### src/l1_req_pkg.sv
/*
 * L1 request package
 * Cache-side request and response structs, request-type bit positions
 * and the line and address widths shared by the whole bridge
 */
package l1_req_pkg;

    localparam int ADDR_W     = 48;           // Byte address
    localparam int LINE_W     = 256;          // One L1 line
    localparam int STRB_W     = LINE_W / 8;   // One strobe per byte
    localparam int SIZE_W     = 3;
    localparam int REQ_TYPE_W = 2;

    // Request-type bit positions
    localparam int REQ_TYPE_WRITE  = 0;
    localparam int REQ_TYPE_CACHED = 1;

    // One line request from the cache
    typedef struct packed {
        logic                  valid;
        logic                  path;          // 0 data, 1 instruction
        logic [REQ_TYPE_W-1:0] req_type;
        logic [SIZE_W-1:0]     size;
        logic [ADDR_W-1:0]     addr;
        logic [STRB_W-1:0]     strob;
        logic [LINE_W-1:0]     data;
    } mem_req_t;

    // Response pulse back to the cache
    typedef struct packed {
        logic              valid;
        logic              path;
        logic [LINE_W-1:0] data;              // Read data, don't care on writes
        logic              load_fault;
        logic              store_fault;
    } mem_resp_t;

endpackage

### src/l1_axi_pkg.sv
/*
 * AXI4 package
 * Channel structs for a single-beat AXI4 master, burst, response and
 * cache encodings, and the bus state enum of the bridge
 */
package l1_axi_pkg;

    typedef enum logic [1:0] {
        AXI_BURST_FIXED = 2'b00,
        AXI_BURST_INCR  = 2'b01,
        AXI_BURST_WRAP  = 2'b10
    } axi_burst_e;

    typedef enum logic [1:0] {
        AXI_RESP_OKAY   = 2'b00,
        AXI_RESP_EXOKAY = 2'b01,
        AXI_RESP_SLVERR = 2'b10,
        AXI_RESP_DECERR = 2'b11   // Bit 1 set on both error codes
    } axi_resp_e;

    // AxCACHE encodings
    localparam logic [3:0] CACHE_WRBACK_ALLOC = 4'b1111;
    localparam logic [3:0] CACHE_DEVICE_NB    = 4'b0000;

    // Address channel bits, shared by AR and AW
    typedef struct packed {
        logic [l1_req_pkg::ADDR_W-1:0] addr;
        logic [l1_req_pkg::SIZE_W-1:0] size;
        axi_burst_e                    burst;
        logic [3:0]                    cache;
        logic [2:0]                    prot;  // [2] instr, [1] non-secure, [0] priv
    } axi_addr_t;

    // Master to slave
    typedef struct packed {
        logic                          ar_valid;
        axi_addr_t                     ar_bits;
        logic                          aw_valid;
        axi_addr_t                     aw_bits;
        logic                          w_valid;
        logic [l1_req_pkg::LINE_W-1:0] w_data;
        logic [l1_req_pkg::STRB_W-1:0] w_strb;
        logic                          w_last;
        logic                          r_ready;
        logic                          b_ready;
    } axi_m2s_t;

    // Slave to master
    typedef struct packed {
        logic                          ar_ready;
        logic                          aw_ready;
        logic                          w_ready;
        logic                          r_valid;
        logic [l1_req_pkg::LINE_W-1:0] r_data;
        axi_resp_e                     r_resp;
        logic                          r_last;
        logic                          b_valid;
        axi_resp_e                     b_resp;
    } axi_s2m_t;

    typedef enum logic [2:0] {
        IDLE,
        AR,
        R,
        AW,
        AW_ONLY,    // W gone, AW still waiting
        W,
        B
    } bus_state_e;

endpackage

### src/mem_req_capture.sv
/*
 * Request capture register
 * Holds the accepted cache request and forms its AXI address attributes
 */
module mem_req_capture (
    input  logic                          i_clk,
    input  logic                          i_nrst,
    input  logic                          i_capture,
    input  l1_req_pkg::mem_req_t          i_req,
    output l1_axi_pkg::axi_addr_t         o_addr_bits,
    output logic                          o_is_write,
    output logic                          o_path,
    output logic [l1_req_pkg::STRB_W-1:0] o_wstrb,
    output logic [l1_req_pkg::LINE_W-1:0] o_wdata
);

    logic                  req_write;
    logic                  req_cached;
    logic                  is_write_q;
    l1_axi_pkg::axi_addr_t addr_bits_d;

    assign req_write  = i_req.req_type[l1_req_pkg::REQ_TYPE_WRITE];
    assign req_cached = i_req.req_type[l1_req_pkg::REQ_TYPE_CACHED];

    // AXI attributes of the incoming request
    always_comb begin
        addr_bits_d.addr  = i_req.addr;
        addr_bits_d.size  = i_req.size;
        addr_bits_d.burst = l1_axi_pkg::AXI_BURST_INCR;
        if (req_cached) begin
            addr_bits_d.cache = l1_axi_pkg::CACHE_WRBACK_ALLOC;
        end else begin
            addr_bits_d.cache = l1_axi_pkg::CACHE_DEVICE_NB;
        end
        addr_bits_d.prot  = {i_req.path, 2'b00};     // Unprivileged, secure
    end

    always_ff @(posedge i_clk or negedge i_nrst) begin
        if (!i_nrst) begin
            is_write_q <= 1'b0;
            o_path     <= 1'b0;
        end else if (i_capture) begin
            is_write_q <= req_write;
            o_path     <= i_req.path;
        end
    end

    // Line payload, zeroed for reads
    always_ff @(posedge i_clk) begin
        if (i_capture) begin
            o_addr_bits <= addr_bits_d;
            if (req_write) begin
                o_wstrb <= i_req.strob;
                o_wdata <= i_req.data;
            end else begin
                o_wstrb <= '0;
                o_wdata <= '0;
            end
        end
    end

    // In the capture cycle the FSM already needs the direction to pick AR or AW
    assign o_is_write = i_capture ? req_write : is_write_q;

    // Capture strobe comes from the FSM, valid from the cache
    a_capture_valid: assert property (
        @(posedge i_clk) disable iff (!i_nrst)
        i_capture |-> i_req.valid
    ) else $error("capture without a valid request");

endmodule

### src/axi_bus_fsm.sv
/*
 * AXI4 bus sequencer
 * Runs one single-beat read or write per request on the AXI channels
 * and returns the response pulse to the cache
 */
module axi_bus_fsm (
    input  logic                          i_clk,
    input  logic                          i_nrst,
    input  logic                          i_req_valid,
    output logic                          o_req_ready,
    output logic                          o_capture,
    input  l1_axi_pkg::axi_addr_t         i_addr_bits,
    input  logic                          i_is_write,
    input  logic                          i_path,
    input  logic [l1_req_pkg::STRB_W-1:0] i_wstrb,
    input  logic [l1_req_pkg::LINE_W-1:0] i_wdata,
    input  l1_axi_pkg::axi_s2m_t          i_axi,
    output l1_axi_pkg::axi_m2s_t          o_axi,
    output l1_req_pkg::mem_resp_t         o_resp
);

    l1_axi_pkg::bus_state_e state;
    l1_axi_pkg::bus_state_e state_nxt;

    always_ff @(posedge i_clk or negedge i_nrst) begin
        if (!i_nrst) begin
            state <= l1_axi_pkg::IDLE;
        end else begin
            state <= state_nxt;
        end
    end

    // Next state
    always_comb begin
        state_nxt = state;
        unique case (state)
            l1_axi_pkg::IDLE: begin
                if (i_req_valid) begin
                    if (i_is_write) begin
                        state_nxt = l1_axi_pkg::AW;
                    end else begin
                        state_nxt = l1_axi_pkg::AR;
                    end
                end
            end
            l1_axi_pkg::AR: begin
                if (i_axi.ar_ready) begin
                    state_nxt = l1_axi_pkg::R;
                end
            end
            l1_axi_pkg::R: begin
                if (i_axi.r_valid && i_axi.r_last) begin
                    state_nxt = l1_axi_pkg::IDLE;
                end
            end
            l1_axi_pkg::AW: begin
                // Address and data offered together, either may go first
                if (i_axi.aw_ready && i_axi.w_ready) begin
                    state_nxt = l1_axi_pkg::B;
                end else if (i_axi.aw_ready) begin
                    state_nxt = l1_axi_pkg::W;
                end else if (i_axi.w_ready) begin
                    state_nxt = l1_axi_pkg::AW_ONLY;
                end
            end
            l1_axi_pkg::AW_ONLY: begin
                if (i_axi.aw_ready) begin
                    state_nxt = l1_axi_pkg::B;
                end
            end
            l1_axi_pkg::W: begin
                if (i_axi.w_ready) begin
                    state_nxt = l1_axi_pkg::B;
                end
            end
            l1_axi_pkg::B: begin
                if (i_axi.b_valid) begin
                    state_nxt = l1_axi_pkg::IDLE;
                end
            end
            default: begin
                state_nxt = l1_axi_pkg::IDLE;
            end
        endcase
    end

    assign o_req_ready = (state == l1_axi_pkg::IDLE);
    assign o_capture   = (state == l1_axi_pkg::IDLE) && i_req_valid;

    // Channel outputs, bits held steady and qualified by valid
    always_comb begin
        o_axi         = '0;
        o_axi.ar_bits = i_addr_bits;
        o_axi.aw_bits = i_addr_bits;
        o_axi.w_data  = i_wdata;
        o_axi.w_strb  = i_wstrb;
        o_axi.w_last  = 1'b1;                      // Always a single beat

        o_axi.ar_valid = (state == l1_axi_pkg::AR);
        o_axi.aw_valid = (state == l1_axi_pkg::AW) || (state == l1_axi_pkg::AW_ONLY);
        o_axi.w_valid  = (state == l1_axi_pkg::AW) || (state == l1_axi_pkg::W);
        o_axi.r_ready  = (state == l1_axi_pkg::R);
        o_axi.b_ready  = (state == l1_axi_pkg::B);
    end

    // Response pulse, taken straight from R or B
    always_comb begin
        o_resp             = '0;
        o_resp.path        = i_path;
        o_resp.data        = i_axi.r_data;
        if (state == l1_axi_pkg::R) begin
            o_resp.valid      = i_axi.r_valid && i_axi.r_last;
            o_resp.load_fault = i_axi.r_resp[1];   // SLVERR or DECERR
        end else if (state == l1_axi_pkg::B) begin
            o_resp.valid       = i_axi.b_valid;
            o_resp.store_fault = i_axi.b_resp[1];
        end
    end

    // Single-beat reads only, so the slave must mark every beat last
    a_r_last: assert property (
        @(posedge i_clk) disable iff (!i_nrst)
        (state == l1_axi_pkg::R && i_axi.r_valid) |-> i_axi.r_last
    ) else $error("r_valid without r_last");

    a_ar_stable: assert property (
        @(posedge i_clk) disable iff (!i_nrst)
        (o_axi.ar_valid && !i_axi.ar_ready) |=> o_axi.ar_valid && $stable(o_axi.ar_bits)
    ) else $error("AR dropped or changed before ar_ready");

endmodule

### src/l1_axi_bridge.sv
/*
 * L1 to AXI4 bridge
 * Turns cache line requests into single-beat AXI4 transactions
 */
module l1_axi_bridge (
    input  logic                  i_clk,
    input  logic                  i_nrst,
    input  l1_req_pkg::mem_req_t  i_req,
    output logic                  o_req_ready,
    output l1_req_pkg::mem_resp_t o_resp,
    output l1_axi_pkg::axi_m2s_t  o_axi,
    input  l1_axi_pkg::axi_s2m_t  i_axi
);

    logic                          capture;
    l1_axi_pkg::axi_addr_t         addr_bits;
    logic                          is_write;
    logic                          path;
    logic [l1_req_pkg::STRB_W-1:0] wstrb;
    logic [l1_req_pkg::LINE_W-1:0] wdata;

    mem_req_capture capture_i (
        .i_clk       (i_clk),
        .i_nrst      (i_nrst),
        .i_capture   (capture),
        .i_req       (i_req),
        .o_addr_bits (addr_bits),
        .o_is_write  (is_write),
        .o_path      (path),
        .o_wstrb     (wstrb),
        .o_wdata     (wdata)
    );

    axi_bus_fsm fsm_i (
        .i_clk       (i_clk),
        .i_nrst      (i_nrst),
        .i_req_valid (i_req.valid),
        .o_req_ready (o_req_ready),
        .o_capture   (capture),
        .i_addr_bits (addr_bits),
        .i_is_write  (is_write),
        .i_path      (path),
        .i_wstrb     (wstrb),
        .i_wdata     (wdata),
        .i_axi       (i_axi),
        .o_axi       (o_axi),
        .o_resp      (o_resp)
    );

endmodule

### config.mk
export PLATFORM = sky130hd
export DESIGN_NAME = l1_axi_bridge
export DESIGN_NICKNAME = d
export VERILOG_FILES = /design/src/l1_req_pkg.sv /design/src/l1_axi_pkg.sv /design/src/mem_req_capture.sv /design/src/axi_bus_fsm.sv /design/src/l1_axi_bridge.sv
export SDC_FILE = /design/constraint.sdc
export NUM_CORES = 1
export LEC_CHECK = 0
export BUFFER_PORTS_ARGS = -buffer_cell sky130_fd_sc_hd__buf_2
export CORE_AREA = 2 2 508 510
export CTS_CLUSTER_DIAMETER = 100
export DETAILED_ROUTE_END_ITERATION = 6
export DIE_AREA = 0 0 510 512
export GPL_TIMING_DRIVEN = 0
export PLACE_DENSITY = 0.3
export RECOVER_POWER = 50
export SLEW_MARGIN = 20
export SYNTH_ARGS = -nofsm -noshare
export SYNTH_HDL_FRONTEND = slang
export SYNTH_SLANG_ARGS = --single-unit
### constraint.sdc
create_clock -name i_clk -period 21.6 [get_ports i_clk]
set_input_delay 2.16 -clock i_clk [delete_from_list [all_inputs] [get_ports i_clk]]
set_output_delay 2.16 -clock i_clk [all_outputs]
set_load 0.05 [all_outputs]
==> metrics.txt <==
# TYPE chip_impl_metric gauge
chip_impl_info{name="run_status",value="completed"} 1
chip_impl_metric{name="grt_antenna_before_repair",unit=""} 67
chip_impl_metric{name="p_leak",unit="nW"} 10.01
chip_impl_metric{name="routability_congestion_estimate_from_global_placement",unit=""} 0.7791
chip_impl_metric{name="power.ir.vdd_worst",unit="mV"} 0.06204
chip_impl_metric{name="worst_slack",unit="ps"} 14660
chip_impl_metric{name="post_route_cells_drive_above_1_share",unit="%"} 55.18
chip_impl_metric{name="power.density",unit="nW/µm²"} 113.1
chip_impl_metric{name="cp_max_fo",unit=""} 16
chip_impl_metric{name="synth_mux_area_share",unit="%"} 0.3827
chip_impl_metric{name="dp_hpwl",unit="µm"} 94210
chip_impl_metric{name="htreeDepth",unit=""} 2
chip_impl_metric{name="max_clock_freq",unit="MHz"} 144.2
chip_impl_metric{name="power.share.clock",unit="%"} 29.7
chip_impl_metric{name="postSynthCellCount",unit=""} 1036
chip_impl_metric{name="first_pass_grt_wire_length",unit="µm"} 129300
chip_impl_metric{name="post_synth_instance_area",unit="µm²"} 15040
chip_impl_metric{name="grt_start_max_net_pins",unit=""} 17
chip_impl_metric{name="grt_remaining_overflow",unit=""} 0
chip_impl_metric{name="design.portCount",unit=""} 1286
chip_impl_metric{name="finalMaxSlewViolations",unit=""} 0
chip_impl_metric{name="postRouteAntennaNets",unit=""} 0
chip_impl_metric{name="drc",unit=""} 0
chip_impl_metric{name="comb_power_share",unit="%"} 37.8
chip_impl_metric{name="placed_standard_cell_area",unit="µm²"} 24910
chip_impl_metric{name="setup_violations",unit=""} 0
chip_impl_metric{name="areaGrowthSynthToFinish",unit="%"} 74.32
chip_impl_metric{name="starting_density_of_the_core",unit="%"} 5.880
chip_impl_metric{name="synth-adder-area-share",unit="%"} 0
chip_impl_info{name="grt_setup_unrepaired",value="false"} 1
chip_impl_info{name="synth_top_family_by_area",value="buffers and inverters"} 1
chip_impl_info{name="crit_path_category",value="in2reg"} 1
chip_impl_metric{name="synth_top_area_share",unit="%"} 68.09
chip_impl_metric{name="use_met3",unit="%"} 3.369
chip_impl_metric{name="worst_case_setup_slack_after_placement",unit="ps"} 16410
chip_impl_metric{name="relSlewSlack",unit="%"} 17.52
chip_impl_metric{name="min_period_over_period",unit="%"} 32.12
chip_impl_metric{name="cts-buffers-inserted",unit=""} 53
chip_impl_info{name="cts_tree",value="done"} 1
chip_impl_metric{name="synth_compound_area_share",unit="%"} 0.7072
chip_impl_metric{name="hold_violations",unit=""} 0
chip_impl_metric{name="crit_required",unit="ps"} 21930
chip_impl_info{name="gr-max-usage-layer",value="met2"} 1
chip_impl_metric{name="max_slew.worst_pin.slew",unit="ps"} 1237
chip_impl_metric{name="synth_seq_area_share",unit="%"} 68.92
chip_impl_metric{name="layout.filler_cells",unit=""} 29630
chip_impl_metric{name="cts_max_path_buffers",unit=""} 3
chip_impl_info{name="post_synth_main_area_contributors",value="sky130_fd_sc_hd__edfxtp_1 (68%), sky130_fd_sc_hd__buf_4 (16%), sky130_fd_sc_hd__and2_1 (12%), sky130_fd_sc_hd__dfrtp_1 (0.83%), sky130_fd_sc_hd__clkbuf_1 (0.75%)"} 1
chip_impl_metric{name="cts-resized-gates",unit=""} 0
chip_impl_metric{name="internal_power",unit="mW"} 1.663
chip_impl_metric{name="switchingPower",unit="mW"} 1.302
chip_impl_info{name="ctsRootBufferMaster",value="sky130_fd_sc_hd__clkbuf_16"} 1
chip_impl_info{name="most_common_library_cell_in_the_layout_ignoring_fill_and_taps",value="sky130_fd_sc_hd__buf_2"} 1
chip_impl_metric{name="drt_pre_antenna_iters",unit=""} 4
chip_impl_metric{name="seq_area",unit="µm²"} 10360
chip_impl_metric{name="clock-skew-final",unit="ps"} 39.40
chip_impl_metric{name="grtUsageMet1",unit="%"} 5.868
chip_impl_metric{name="max-cap-violations",unit=""} 0
chip_impl_metric{name="synthesis.area_per_instance",unit="µm²"} 14.52
chip_impl_metric{name="clk_transition_reported_paths",unit="ps"} 50
chip_impl_metric{name="final_design_instance_area_without_fill",unit="µm²"} 26220
chip_impl_metric{name="die-width",unit="µm"} 510
chip_impl_info{name="worstSetupStartpointType",value="input pin"} 1
chip_impl_info{name="final_cell_mix",value="sky130_fd_sc_hd__buf_2 (789), sky130_fd_sc_hd__edfxtp_1 (341), sky130_fd_sc_hd__buf_4 (325), sky130_fd_sc_hd__clkbuf_1 (290), sky130_fd_sc_hd__and2_0 (184)"} 1
chip_impl_metric{name="die_area",unit="µm²"} 261100
chip_impl_metric{name="die_h",unit="µm"} 512
chip_impl_metric{name="core",unit="µm²"} 255800
chip_impl_metric{name="clock_latency_on_the_worst_skew_pair",unit="ps"} 650
chip_impl_metric{name="vias",unit=""} 12319
chip_impl_metric{name="yosysUniqueCellTypes",unit=""} 28
chip_impl_metric{name="multi_input_area",unit="µm²"} 2091
chip_impl_metric{name="io_buffers",unit=""} 1017
chip_impl_metric{name="post_drt_via_cell_ratio",unit=""} 2.196
chip_impl_metric{name="post-cts-setup-buffer-count",unit=""} 0
chip_impl_metric{name="final_net_count",unit=""} 2758
chip_impl_metric{name="grtUsageMet2",unit="%"} 15.87
chip_impl_metric{name="xor_xnor_portion_of_the_synthesized_cell_area",unit="%"} 0
chip_impl_info{name="crit_path_end_kind",value="flop"} 1
chip_impl_metric{name="ys_ff_latch",unit=""} 346
chip_impl_metric{name="synth_simple_gate_area_share",unit="%"} 12.75
chip_impl_metric{name="final_period_minus_worst_setup_slack",unit="ps"} 6937
chip_impl_info{name="worst_min_delay_path_class",value="reg2reg"} 1
chip_impl_metric{name="wl",unit="µm"} 105600
chip_impl_metric{name="seq_power_share",unit="%"} 32.5
chip_impl_metric{name="global_route.usage.total",unit="%"} 7.646
chip_impl_metric{name="ys_warn_count",unit=""} 0
chip_impl_metric{name="core.rowCount",unit=""} 186
chip_impl_metric{name="route.detailed.wl_per_inst",unit="µm"} 18.82
chip_impl_metric{name="worstPathArrival",unit="ps"} 7270
chip_impl_metric{name="violation_count_after_the_first_detailed_routing_iteration",unit=""} 392
chip_impl_metric{name="clkSinkCount",unit=""} 346
chip_impl_metric{name="switching_share",unit="%"} 43.90
chip_impl_metric{name="first_global_vias",unit=""} 12581
chip_impl_metric{name="cts_hold_buffers",unit=""} 0
chip_impl_info{name="synth_largest_area_cell",value="sky130_fd_sc_hd__edfxtp_1"} 1
power by group through the flow:
stage	Clock [mW]	Sequential (mW)	Combinational (mW)
2_1_floorplan	0	1.47	0.371
3_3_place_gp	0	1.13	1.13
3_5_place_dp	0	0.975	1.20
4_1_cts	0.927	0.963	1.20
5_1_grt	0.944	0.977	1.18
6_report	0.881	0.962	1.12
layer usage:
layer / routed length [µm] / up-vias
met5: 303 / -
met4: 4664 / 48
met3: 11130 / 197
met2: 60580 / 891
met1: 28880 / 5732
li1: - / 5451
cell families after synthesis:
family	after synthesis
AOI/OAI and AO/OA	12
buffers and inverters	362
and+or+nand+nor	309
muxes	5
DFF	346
other	2
flip-flops by register name, indices dropped and copies added (netlist names):
signal                 count
capture_i.is_write_q       1
fsm_i.state                3
capture_i.o_path           1
capture_i.o_wdata        256
capture_i.o_wstrb         32
capture_i.o_addr_bits     53
Yosys cell counts:
cell and instances:
sky130_fd_sc_hd__edfxtp_1 341, sky130_fd_sc_hd__buf_4 325, sky130_fd_sc_hd__and2_1 290, sky130_fd_sc_hd__clkbuf_1 30, sky130_fd_sc_hd__nor2_1 6, sky130_fd_sc_hd__buf_2 5, sky130_fd_sc_hd__dfrtp_1 5, sky130_fd_sc_hd__nand2b_1 4
sky130_fd_sc_hd__o21ai_1 4, sky130_fd_sc_hd__nor3_1 3, sky130_fd_sc_hd__a21oi_1 2, sky130_fd_sc_hd__conb_1 2, sky130_fd_sc_hd__mux2_1 2, sky130_fd_sc_hd__mux2i_1 2, sky130_fd_sc_hd__nand2_1 2, sky130_fd_sc_hd__a221oi_2 1
sky130_fd_sc_hd__a311o_1 1, sky130_fd_sc_hd__a32o_1 1, sky130_fd_sc_hd__a41oi_1 1, sky130_fd_sc_hd__and3_1 1, sky130_fd_sc_hd__inv_1 1, sky130_fd_sc_hd__inv_2 1, sky130_fd_sc_hd__mux2_4 1, sky130_fd_sc_hd__nand3b_1 1
sky130_fd_sc_hd__nand4b_1 1, sky130_fd_sc_hd__nor3_2 1, sky130_fd_sc_hd__o21ai_0 1, sky130_fd_sc_hd__o2bb2ai_4 1
area by class of cell:
| type | instances | share of cell area [%] |
|---|---|---|
| antenna | 34 | 0.3246 |
| buffer | 360 | 9.822 |
| clock buffer | 66 | 5.326 |
| clock inverter | 33 | 1.298 |
| inverter | 2 | 0.02864 |
| multi-input combinational | 335 | 7.975 |
| sequential | 346 | 39.54 |
| tap | 3384 | 16.15 |
| timing repair buffer | 1049 | 19.54 |
metrics by stage:
step	setup TNS [ps]	hold WS, ps	utilization, %	total power [mW]	cells
6_report	0	502.5	10.25	2.965	5609
5_1_grt	0	527.4	10.22	3.099	5576
4_1_cts	0	507.9	10.42	3.090	5575
3_5_place_dp	0	489.4	9.740	2.175	5476
3_3_place_gp	-1669730	474.4	9.536	2.265	5444
2_1_floorplan	0	458.3	-	1.845	1043
final timing paths:
kind | start | to | slack (ps) | cells past startpoint
worst max-delay path | i_req[342] | capture_i.o_wdata[144] | 14660 | 14
worst max register to register | fsm_i.state[1] | capture_i.o_wdata[144] | 15750 | 13
max in group asynchronous | i_nrst | fsm_i.state[1] | 19900 | 1
worst min register to register | capture_i.is_write_q | capture_i.is_write_q | 500 | 1
worst min-delay path | capture_i.is_write_q | capture_i.is_write_q | 500 | 1
min in group asynchronous | i_nrst | capture_i.o_path | 1390 | 1
critical path, cell delays in order:
cell and delay (ps):
sky130_fd_sc_hd__clkbuf_1 150, sky130_fd_sc_hd__nand2b_1 90, sky130_fd_sc_hd__nor3_1 810, sky130_fd_sc_hd__clkbuf_1 350, sky130_fd_sc_hd__clkbuf_1 670, sky130_fd_sc_hd__clkbuf_1 720, sky130_fd_sc_hd__clkbuf_1 420, sky130_fd_sc_hd__clkbuf_1 670
sky130_fd_sc_hd__buf_6 260, sky130_fd_sc_hd__buf_8 180, sky130_fd_sc_hd__buf_8 190, sky130_fd_sc_hd__buf_16 160, sky130_fd_sc_hd__buf_8 180, sky130_fd_sc_hd__buf_8 190
Power figures use the tool's default switching activity.
